## src/rvseed_defines.svh

```systemverilog
`ifndef RVSEED_DEFINES_SVH
`define RVSEED_DEFINES_SVH

// request side address width, byte address from fetch or load unit
`define RW_ADDR_WIDTH   32

// axi data bus width, one doubleword per beat
`define AXI_DATA_WIDTH  64

// width of data handed back to the requesters
`define RW_DATA_WIDTH   64

// read id width, id tied to zero
`define AXI_ID_WIDTH    4

// arlen code for a single-beat burst
`define AXI_LEN_SINGLE  8'd0

// arsize code for 8 bytes per beat
`define AXI_SIZE_DW     3'b011

// arburst code for incrementing burst
`define AXI_BURST_INCR  2'b01

`endif

```

## src/rvseed_pkg.sv

```systemverilog
package rvseed_pkg;

    // load access size as encoded by the load unit
    typedef enum logic [1:0] {
        SIZE_B = 2'd0,
        SIZE_H = 2'd1,
        SIZE_W = 2'd2,
        SIZE_D = 2'd3
    } rw_size_e;

    // owner of the read in flight
    typedef enum logic {
        // instruction fetch
        SRC_IF  = 1'b0,
        // load unit
        SRC_MEM = 1'b1
    } req_src_e;

    // axi read channel state
    typedef enum logic [1:0] {
        // waiting for a new request
        R_IDLE = 2'd0,
        // arvalid up, waiting for arready
        R_ADDR = 2'd1,
        // rready up, waiting for last beat
        R_READ = 2'd2
    } r_state_e;

endpackage

```

## src/rw_arbiter.sv

```systemverilog
`timescale 1ns/1ps
`include "rvseed_defines.svh"

module rw_arbiter (
    input  logic                        clock,
    input  logic                        reset_n,

    // instruction fetch request
    input  logic                        if_valid_i,
    input  logic [`RW_ADDR_WIDTH-1:0]   if_addr_i,

    // load unit request
    input  logic                        mem_valid_i,
    input  logic [`RW_ADDR_WIDTH-1:0]   mem_addr_i,
    input  rvseed_pkg::rw_size_e        mem_size_i,
    input  logic                        mem_unsigned_i,

    // completion from the aligner
    input  logic                        done_i,

    // read request to the axi master
    output logic                        rw_valid_o,
    output logic [`RW_ADDR_WIDTH-1:0]   rw_addr_o,

    // latched access info for the aligner
    output rvseed_pkg::req_src_e        owner_o,
    output rvseed_pkg::rw_size_e        size_o,
    output logic                        unsigned_o,
    output logic [2:0]                  offset_o
);

    // one read in flight at a time
    logic                       busy;
    logic                       grant;
    rvseed_pkg::req_src_e       winner;
    rvseed_pkg::req_src_e       owner_q;
    logic [`RW_ADDR_WIDTH-1:0]  addr_q;
    rvseed_pkg::rw_size_e       size_q;
    logic                       unsigned_q;

    // grant only when idle and someone is asking
    assign grant = ~busy & (if_valid_i | mem_valid_i);

    // fixed priority, load unit beats fetch
    assign winner = mem_valid_i ? rvseed_pkg::SRC_MEM : rvseed_pkg::SRC_IF;

    // busy from grant until the aligner reports done
    always_ff @(posedge clock) begin
        if (!reset_n) begin
            busy <= 1'b0;
        end else if (grant) begin
            busy <= 1'b1;
        end else if (done_i) begin
            busy <= 1'b0;
        end
    end

    // owner of the current read
    always_ff @(posedge clock) begin
        if (!reset_n) begin
            owner_q <= rvseed_pkg::SRC_IF;
        end else if (grant) begin
            owner_q <= winner;
        end
    end

    // winner's address and access mode, held for the whole read
    always_ff @(posedge clock) begin
        if (grant) begin
            if (mem_valid_i) begin
                addr_q     <= mem_addr_i;
                size_q     <= mem_size_i;
                unsigned_q <= mem_unsigned_i;
            end else begin
                // fetch is always a signed 32-bit word
                addr_q     <= if_addr_i;
                size_q     <= rvseed_pkg::SIZE_W;
                unsigned_q <= 1'b0;
            end
        end
    end

    // request level follows busy, rises the edge after grant
    assign rw_valid_o = busy;

    // doubleword aligned address for the bus
    assign rw_addr_o = {addr_q[`RW_ADDR_WIDTH-1:3], 3'b000};

    // byte offset inside the doubleword
    assign offset_o = addr_q[2:0];

    assign owner_o    = owner_q;
    assign size_o     = size_q;
    assign unsigned_o = unsigned_q;

endmodule

```

## src/axi_read_master.sv

```systemverilog
`timescale 1ns/1ps
`include "rvseed_defines.svh"

module axi_read_master (
    input  logic                        clock,
    input  logic                        reset_n,

    // request from the arbiter
    input  logic                        rw_valid_i,
    input  logic [`RW_ADDR_WIDTH-1:0]   rw_addr_i,

    // axi read address channel
    input  logic                        ar_ready_i,
    output logic                        ar_valid_o,
    output logic [`RW_ADDR_WIDTH-1:0]   ar_addr_o,
    output logic [7:0]                  ar_len_o,
    output logic [2:0]                  ar_size_o,
    output logic [1:0]                  ar_burst_o,
    output logic [`AXI_ID_WIDTH-1:0]    ar_id_o,

    // axi read data channel
    output logic                        r_ready_o,
    input  logic                        r_valid_i,
    input  logic [1:0]                  r_resp_i,
    input  logic [`AXI_DATA_WIDTH-1:0]  r_data_i,
    input  logic                        r_last_i,

    // captured beat to the aligner
    output logic [`RW_DATA_WIDTH-1:0]   data_read_o,
    output logic [1:0]                  resp_o,
    output logic                        r_done_o
);

    rvseed_pkg::r_state_e   r_state;
    logic                   rw_valid_q;
    logic                   start;
    logic                   ar_hs;
    logic                   r_hs;
    logic                   r_last_hs;

    // channel handshakes
    assign ar_hs     = ar_valid_o & ar_ready_i;
    assign r_hs      = r_ready_o & r_valid_i;
    assign r_last_hs = r_hs & r_last_i;

    // previous request level, for rise detection
    always_ff @(posedge clock) begin
        if (!reset_n) begin
            rw_valid_q <= 1'b0;
        end else begin
            rw_valid_q <= rw_valid_i;
        end
    end

    // a new read starts only on a fresh request level
    // request stays high until the aligner is done, so no restart in between
    assign start = rw_valid_i & ~rw_valid_q;

    // read channel state machine, advances only while requested
    always_ff @(posedge clock) begin
        if (!reset_n) begin
            r_state <= rvseed_pkg::R_IDLE;
        end else if (rw_valid_i) begin
            case (r_state)
                rvseed_pkg::R_IDLE: begin
                    if (start) begin
                        r_state <= rvseed_pkg::R_ADDR;
                    end
                end
                rvseed_pkg::R_ADDR: begin
                    // address accepted
                    if (ar_hs) begin
                        r_state <= rvseed_pkg::R_READ;
                    end
                end
                rvseed_pkg::R_READ: begin
                    // last beat taken
                    if (r_last_hs) begin
                        r_state <= rvseed_pkg::R_IDLE;
                    end
                end
                default: begin
                    r_state <= rvseed_pkg::R_IDLE;
                end
            endcase
        end
    end

    // ar channel, address held by the arbiter until the handshake
    assign ar_valid_o = (r_state == rvseed_pkg::R_ADDR);
    assign ar_addr_o  = rw_addr_i;
    assign ar_len_o   = `AXI_LEN_SINGLE;
    assign ar_size_o  = `AXI_SIZE_DW;
    assign ar_burst_o = `AXI_BURST_INCR;
    assign ar_id_o    = {`AXI_ID_WIDTH{1'b0}};

    // ready for data through the whole read state
    assign r_ready_o = (r_state == rvseed_pkg::R_READ);

    // beat and response captured on every r handshake
    always_ff @(posedge clock) begin
        if (r_hs) begin
            data_read_o <= r_data_i;
            resp_o      <= r_resp_i;
        end
    end

    // done pulse lines up with the captured beat
    always_ff @(posedge clock) begin
        if (!reset_n) begin
            r_done_o <= 1'b0;
        end else begin
            r_done_o <= r_last_hs;
        end
    end

endmodule

```

## src/load_align.sv

```systemverilog
`timescale 1ns/1ps
`include "rvseed_defines.svh"

module load_align (
    input  logic                        clock,
    input  logic                        reset_n,

    // captured beat from the axi master
    input  logic                        r_done_i,
    input  logic [`RW_DATA_WIDTH-1:0]   data_i,
    input  logic [1:0]                  resp_i,

    // access info latched by the arbiter
    input  rvseed_pkg::req_src_e        owner_i,
    input  rvseed_pkg::rw_size_e        size_i,
    input  logic                        unsigned_i,
    input  logic [2:0]                  offset_i,

    // results back to the requesters
    output logic                        if_done_o,
    output logic                        mem_done_o,
    output logic [`RW_DATA_WIDTH-1:0]   if_data_o,
    output logic [`RW_DATA_WIDTH-1:0]   mem_data_o,
    output logic [1:0]                  rresp_o,
    output logic                        done_o
);

    logic [`RW_DATA_WIDTH-1:0]  shifted;
    logic [`RW_DATA_WIDTH-1:0]  aligned;
    logic                       to_mem;

    // addressed byte moved down to bit 0
    assign shifted = data_i >> {offset_i, 3'b000};

    // cut to size, then sign or zero extend
    always_comb begin
        case (size_i)
            rvseed_pkg::SIZE_B: begin
                aligned = {{(`RW_DATA_WIDTH-8){~unsigned_i & shifted[7]}}, shifted[7:0]};
            end
            rvseed_pkg::SIZE_H: begin
                aligned = {{(`RW_DATA_WIDTH-16){~unsigned_i & shifted[15]}}, shifted[15:0]};
            end
            rvseed_pkg::SIZE_W: begin
                aligned = {{(`RW_DATA_WIDTH-32){~unsigned_i & shifted[31]}}, shifted[31:0]};
            end
            default: begin
                aligned = shifted;
            end
        endcase
    end

    assign to_mem = (owner_i == rvseed_pkg::SRC_MEM);

    // result goes only to the owner's data register
    always_ff @(posedge clock) begin
        if (r_done_i) begin
            if (to_mem) begin
                mem_data_o <= aligned;
            end else begin
                if_data_o <= aligned;
            end
            rresp_o <= resp_i;
        end
    end

    // one-cycle done, steered to the owner
    always_ff @(posedge clock) begin
        if (!reset_n) begin
            if_done_o  <= 1'b0;
            mem_done_o <= 1'b0;
        end else begin
            if_done_o  <= r_done_i & ~to_mem;
            mem_done_o <= r_done_i & to_mem;
        end
    end

    // same pulse frees the arbiter
    assign done_o = if_done_o | mem_done_o;

endmodule

```

## src/rv_axi_read_top.sv

```systemverilog
`timescale 1ns/1ps
`include "rvseed_defines.svh"

module rv_axi_read_top (
    input  logic                        clock,
    input  logic                        reset_n,

    // instruction fetch port
    input  logic                        if_valid_i,
    input  logic [`RW_ADDR_WIDTH-1:0]   if_addr_i,
    output logic                        if_done_o,
    output logic [`RW_DATA_WIDTH-1:0]   if_data_o,

    // load unit port
    input  logic                        mem_valid_i,
    input  logic [`RW_ADDR_WIDTH-1:0]   mem_addr_i,
    input  rvseed_pkg::rw_size_e        mem_size_i,
    input  logic                        mem_unsigned_i,
    output logic                        mem_done_o,
    output logic [`RW_DATA_WIDTH-1:0]   mem_data_o,

    // response code, valid with either done
    output logic [1:0]                  rresp_o,

    // axi read address channel
    input  logic                        ar_ready_i,
    output logic                        ar_valid_o,
    output logic [`RW_ADDR_WIDTH-1:0]   ar_addr_o,
    output logic [7:0]                  ar_len_o,
    output logic [2:0]                  ar_size_o,
    output logic [1:0]                  ar_burst_o,
    output logic [`AXI_ID_WIDTH-1:0]    ar_id_o,

    // axi read data channel
    output logic                        r_ready_o,
    input  logic                        r_valid_i,
    input  logic [1:0]                  r_resp_i,
    input  logic [`AXI_DATA_WIDTH-1:0]  r_data_i,
    input  logic                        r_last_i
);

    // arbiter to master
    logic                       rw_valid;
    logic [`RW_ADDR_WIDTH-1:0]  rw_addr;

    // master to aligner
    logic                       r_done;
    logic [`RW_DATA_WIDTH-1:0]  data_read;
    logic [1:0]                 resp;

    // arbiter to aligner, held for the whole read
    rvseed_pkg::req_src_e       owner;
    rvseed_pkg::rw_size_e       size;
    logic                       load_unsigned;
    logic [2:0]                 offset;

    // aligner back to arbiter
    logic                       align_done;

    rw_arbiter u_arbiter (
        .clock          (clock),
        .reset_n        (reset_n),
        .if_valid_i     (if_valid_i),
        .if_addr_i      (if_addr_i),
        .mem_valid_i    (mem_valid_i),
        .mem_addr_i     (mem_addr_i),
        .mem_size_i     (mem_size_i),
        .mem_unsigned_i (mem_unsigned_i),
        .done_i         (align_done),
        .rw_valid_o     (rw_valid),
        .rw_addr_o      (rw_addr),
        .owner_o        (owner),
        .size_o         (size),
        .unsigned_o     (load_unsigned),
        .offset_o       (offset)
    );

    axi_read_master u_master (
        .clock          (clock),
        .reset_n        (reset_n),
        .rw_valid_i     (rw_valid),
        .rw_addr_i      (rw_addr),
        .ar_ready_i     (ar_ready_i),
        .ar_valid_o     (ar_valid_o),
        .ar_addr_o      (ar_addr_o),
        .ar_len_o       (ar_len_o),
        .ar_size_o      (ar_size_o),
        .ar_burst_o     (ar_burst_o),
        .ar_id_o        (ar_id_o),
        .r_ready_o      (r_ready_o),
        .r_valid_i      (r_valid_i),
        .r_resp_i       (r_resp_i),
        .r_data_i       (r_data_i),
        .r_last_i       (r_last_i),
        .data_read_o    (data_read),
        .resp_o         (resp),
        .r_done_o       (r_done)
    );

    load_align u_align (
        .clock          (clock),
        .reset_n        (reset_n),
        .r_done_i       (r_done),
        .data_i         (data_read),
        .resp_i         (resp),
        .owner_i        (owner),
        .size_i         (size),
        .unsigned_i     (load_unsigned),
        .offset_i       (offset),
        .if_done_o      (if_done_o),
        .mem_done_o     (mem_done_o),
        .if_data_o      (if_data_o),
        .mem_data_o     (mem_data_o),
        .rresp_o        (rresp_o),
        .done_o         (align_done)
    );

endmodule

```

## config.mk

```make
export PLATFORM = sky130hd
export DESIGN_NAME = rv_axi_read_top
export DESIGN_NICKNAME = d
export VERILOG_FILES = /design/src/rvseed_pkg.sv /design/src/rw_arbiter.sv /design/src/axi_read_master.sv /design/src/load_align.sv /design/src/rv_axi_read_top.sv
export VERILOG_INCLUDE_DIRS = /design/src
export SDC_FILE = /design/constraint.sdc
export NUM_CORES = 1
export LEC_CHECK = 0
export BUFFER_PORTS_ARGS = -buffer_cell sky130_fd_sc_hd__clkbuf_2
export CAP_MARGIN = 30
export CORE_ASPECT_RATIO = 1.5
export CORE_MARGIN = 2
export CORE_UTILIZATION = 55
export DETAILED_ROUTE_END_ITERATION = 10
export PLACE_DENSITY_LB_ADDON = 0.25
export SETUP_SLACK_MARGIN = 0.1
export SLEW_MARGIN = 20
export SYNTH_ARGS = -nofsm -noshare
export SYNTH_HDL_FRONTEND = slang
export SYNTH_SLANG_ARGS = --single-unit
```

## constraint.sdc

```tcl
create_clock -name clock -period 11.6 [get_ports clock]
set_input_delay 1.74 -clock clock [delete_from_list [all_inputs] [get_ports clock]]
set_output_delay 1.74 -clock clock [all_outputs]
set_load 0.01 [all_outputs]
```

* Word-level counts from Yosys, hierarchy flattened *
Cells that the tools add are included.

storage, ports and cells
  flip-flop bits (word level) = 239
  word-level logic and storage cells = 54

cells by class
  eq/ne operators = 7
  shifts and indexed selects = 1
  multiplexer cells = 9
  bitwise logic cells = 16
  reduce and logical (&&, ||, !) cells = 6

operators with widths
  kind                                                                    number
  64-bit one-hot mux with 3 select lines                                  1
  64-bit by 6-bit right shift with 64-bit output                          1
  32-bit 2-to-1 mux                                                       1
  1-bit AND                                                               10
  2-bit 2-to-1 mux                                                        3
  2-bit one-hot mux with 3 select lines                                   1
  2-bit by 1-bit equality test with 1-bit output (second input constant)  2
  2-bit equality test (second input constant)                             2
  2-bit zero test                                                         2
  2-bit != test (second input constant)                                   2
  1-bit inverter                                                          4
  2-bit AND reduction                                                     2
  4-bit AND reduction                                                     1
  1-bit 2-to-1 mux                                                        3
  2-bit by 1-bit != test with 1-bit output (second input constant)        1
  1-bit OR                                                                2
  2-bit nonzero test                                                      1

* Depth between registers and ports, before layout *
  depth after elaboration = 5
  depth in mapped cells = 8
  mapped depth without buffers = 4

* Modules after synthesis *
A second synthesis with hierarchy kept.

unflattened totals
  cells, all modules = 630
  area, all modules = 10585.2 um2

by module, submodules not included
  module           instances  cells each  area an instance (um2)  sequential area each (um2)
  load_align       1          406         6403.6                  3943.8
  axi_read_master  1          136         2546.2                  2062.0
  rw_arbiter       1          88          1635.3                  1091.0

* Worst setup path before layout *
Ideal clock, no wire load.

  path kind = input -> register
  from = in mem_valid_i
  to = reg u_arbiter.addr_q[0] (enable)
  setup time = 0.429 ns
  arrival time = 3.632 ns
  data required time = 11.171 ns
  setup slack = 7.539 ns
  stages = 3
  path through = clkbuf_1 -> nor2_1 -> nor2_1

on the way
  longest elaborated chain between the ends = 2

ends and longest elaborated chain
  what                    line                   RTL
  start: declaration      rv_axi_read_top.sv:15  input logic mem_valid_i,
  1-bit OR                rw_arbiter.sv:42       assign grant = ~busy & (if_valid_i | mem_valid_i);
  1-bit AND               rw_arbiter.sv:42
  via u_arbiter.grant     rw_arbiter.sv:34       logic grant;
  end signal: assignment  rw_arbiter.sv:71       addr_q <= mem_addr_i;
  end signal: assignment  rw_arbiter.sv:76       addr_q <= if_addr_i;
  end: declaration        rw_arbiter.sv:37       logic [`RW_ADDR_WIDTH-1:0] addr_q;

The timed path passes the listed nets, and every way through them passes these cells.
A chain may end at the register's enable or synchronous reset.

* Worst setup path in the final report *
  from = reg u_arbiter.addr_q[2]
  to = reg u_align.mem_data_o[49], data pin

on the way
  longest elaborated chain between the ends = 3
  elaborated cells between the ends (all ways) = 5
  classes of those cells = shift: 1; mux: 1; bitwise: 3

ends and longest elaborated chain
  what                                              line                                                  RTL
  64-bit by 6-bit right shift with 64-bit output *  load_align.sv:33                                      assign shifted = data_i >> {offset_i, 3'b000};
  1-bit AND, on equally long branches               load_align.sv:45, load_align.sv:39, load_align.sv:42
  64-bit one-hot mux with 3 select lines *          load_align.sv:37                                      case (size_i)
  via u_align.aligned[49]                           load_align.sv:29                                      logic [`RW_DATA_WIDTH-1:0] aligned;
  end signal: assignment                            load_align.sv:59                                      mem_data_o <= aligned;
  end: declaration                                  load_align.sv:23                                      output logic [`RW_DATA_WIDTH-1:0] mem_data_o,

Mark *: on every way through the listed nets, which the timed path passes. The rest lies on a longest branch.

==> results.py <==
metrics = {
    "grt": {
        "grt_pass1_wl_um": 36600,
        "grt.overflow.total": 0,
        "grt_pass1_vias": 6622,
        "grt_antenna_before_repair": 0,
        "grt_max_degree": 68,
        "grt.total_usage_pct": 24.7,
    },
    "clock_tree": {
        "post_cts_resized": 0,
        "cts_buffer_depth": 3,
        "root_buffer": "clkbuf_16",
        "h-tree-depth": 1,
        "cts_setup_buffers": 0,
        "clk_latency_ns": 0.50,
        "hold_buffers": 0,
        "clock-sinks": 239,
        "cts_tree": "built",
        "clk_pin_slew_ns": 0.06,
        "cts_made_buffers": 22,
    },
    "synthesis": {
        "yosysTopAreaCell": "edfxtp_1",
        "synth-xor-area-share_pct": 0,
        "seq_area_frac_synth_pct": 70.3,
        "synth_compound_area_share_pct": 3.48,
        "synth_top_family_by_area": "multiplexers",
        "synthMuxAreaShare_pct": 14.6,
        "synth_ff_type": "edfxtp_1",
        "ys_warn_count": 0,
        "ys_ff_latch": 239,
        "synth_area_mm2": 0.0101,
        "synth-simple-area-share_pct": 7.98,
        "syn_area_per_cell_um2": 16.3,
        "synth_common_cells": "231 x edfxtp_1, 57 x nand2_1, 39 x mux2i_1, 36 x mux2_2, 30 x mux4_2",
        "synthAdderAreaFrac_pct": 0,
        "synth_area_leaders": "edfxtp_1 69%, mux4_2 6.7%, mux2_2 4.0%",
        "async_reset_ff_share_pct": 0,
        "yosysMostFrequentCell": "edfxtp_1",
        "netlist.area_leader.share_pct": 68.7,
        "synth_edf_count": 231,
        "syn_inst": 618,
        "synth_cell_types": 38,
    },
    "worst_setup_path": {
        "crit_fanout": 48,
        "end_kind": "register",
        "required_ns": 11.89,
        "arrival_ns": 3.48,
        "path_class": "reg -> reg",
        "start_kind": "register",
    },
    "cells_and_area": {
        "num_antenna_cells": 0,
        "final_core_util_pct": 69.3,
        "nNetsFinal": 1051,
        "syn2layout_area_growth_pct": 23.2,
        "stdcell_area_mm2": 0.0124,
        "drive_gt1_share_pct": 45.0,
    },
    "placed_design": {
        "gp_congestion": 0.925,
        "hpwl_um": 18400,
        "portBuffers": 302,
        "place_area_mm2": 0.0117,
    },
    "pwr": {
        "ir_drop_mv": 0.138,
        "power_density_mw_per_mm2": 151,
        "p_leak_nw": 5.04,
        "power.total_mw": 1.88,
    },
    "die": {
        "num_io_pins": 323,
        "dieHeight_um": 170,
        "die_area_mm2": 0.0195,
        "rows": 60,
        "initial_core_util_pct": 56.3,
        "die_w_um": 115,
        "core_area_mm2": 0.0179,
    },
    "sta": {
        "setup_viol": 0,
        "rsz0062_at_grt": "no",
        "period_minus_slack_ns": 3.19,
        "worstMarginPinSlew_ns": 0.932,
        "maxSlewHeadroom_pct": 37.8,
        "max_clock_freq_mhz": 314,
        "slew_viol_final": 0,
        "clock_skew_ns": 0.0152,
        "hold_violations": 0,
        "fin_setup_tns_ns": 0,
        "period_share_pct": 27.5,
    },
    "route": {
        "wl_per_cell_um": 21.7,
        "via_count": 6660,
        "drtAntennaViolNets": 0,
        "drt-total-wl_um": 24700,
        "drt-initial-drc-count": 521,
        "first_pass_iters": 5,
        "drc": 0,
        "vias_per_cell": 5.84,
    },
    "status": {
        "status": "complete, no violations",
    },
    "flow_run": {
        "drv_cap": 0,
    },
    "worst_hold_path": {
        "hold_path.class": "reg -> reg",
    },
}
-- area by class of cell --
cell class,count,area [um^2]
tap,217,272
clock buffer,25,583
inverter,4,15.0
clock inverter,12,119
multi-input combinational,331,2740
sequential,239,7100
fill,1230,5500
timing repair buffer,313,1620
-- cell usage in the layout (no fill, tap or decap), drive strengths merged --
master	Yosys	layout
nor4	1	1
a21boi	2	2
nor2	10	10
and3b	1	1
buf	41	11
nor4bb	1	1
o211ai	3	3
nor4b	1	1
clkinv	1	7
mux4	30	30
a22o	2	2
inv	3	3
nor2b	11	11
o2111ai	5	5
o31ai	1	1
and3	7	7
nand4	27	27
nand2	57	57
o2bb2ai	14	14
a21oi	3	3
bufinv	0	2
nor3	3	3
a22oi	1	1
mux2	36	36
edfxtp	231	231
and2	10	10
mux2i	39	39
o21ai	20	20
nand2b	3	3
clkinvlp	0	4
nand3	17	17
dfxtp	8	8
nand4b	2	2
or4b	1	1
conb	2	20
clkbuf	21	327
and4	3	3
-- worst max-delay path, stage by stage, from the launching register on --
cell       delay, ns
edfxtp_1        0.37
buf_4           0.26
inv_1           0.70
mux4_2          0.62
or4b_4          0.76
o2111ai_1       0.24
-- final timing paths --
check	from	end	slack, ns	cells after the start
hold / removal	u_master.resp_o[0]	u_align.rresp_o[0]	0.44	0
hold reg to reg	u_master.resp_o[0]	u_align.rresp_o[0]	0.44	0
setup reg to reg	u_arbiter.addr_q[2]	u_align.mem_data_o[49]	8.41	5
setup / recovery	u_arbiter.addr_q[2]	u_align.mem_data_o[49]	8.41	5
-- registers in the layout, summed over array words and instances (netlist names), 2 cells and up --
signal,flops
u_align.if_data_o,64
u_master.data_read_o,64
u_master.r_state,2
u_align.mem_data_o,64
u_arbiter.size_o,2
u_master.resp_o,2
u_arbiter.addr_q,32
u_align.rresp_o,2
-- routing by layer --
metal	vias up	part of all wire, %	GRT usage (%)
met5	-	0	0
met4	0	3.3	8.43
met3	62	8.8	4.99
met2	415	53	44.1
met1	3210	35	29.8
li1	2973	-	-
-- where the power goes --
| group | total [mW] | internal, mW | leakage [nW] | switching (mW) |
|---|---|---|---|---|
| clock network | 0.702 | 0.405 | 0.329 | 0.297 |
| logic | 0.192 | 0.0823 | 2.52 | 0.110 |
| registers | 0.989 | 0.979 | 2.19 | 0.00934 |
-- stage by stage --
step	cells	worst slack, ns	hold WS, ns
4_1_cts	1140	8.43	0.435
3_5_place_dp	1103	8.07	0.420
5_1_grt	1141	8.28	0.452
6_report	1141	8.41	0.436
3_3_place_gp	1102	8.17	0.405
2_1_floorplan	636	7.54	0.400
-- kinds of logic (layout without fill, tap and decap cells) --
family	after synthesis	count (layout)
mux	105	105
buf+inv	66	354
flops	239	239
other cells	2	20
compound gates	51	51
simple gates	155	155
No activity file was read; power rests on OpenSTA's default activity.
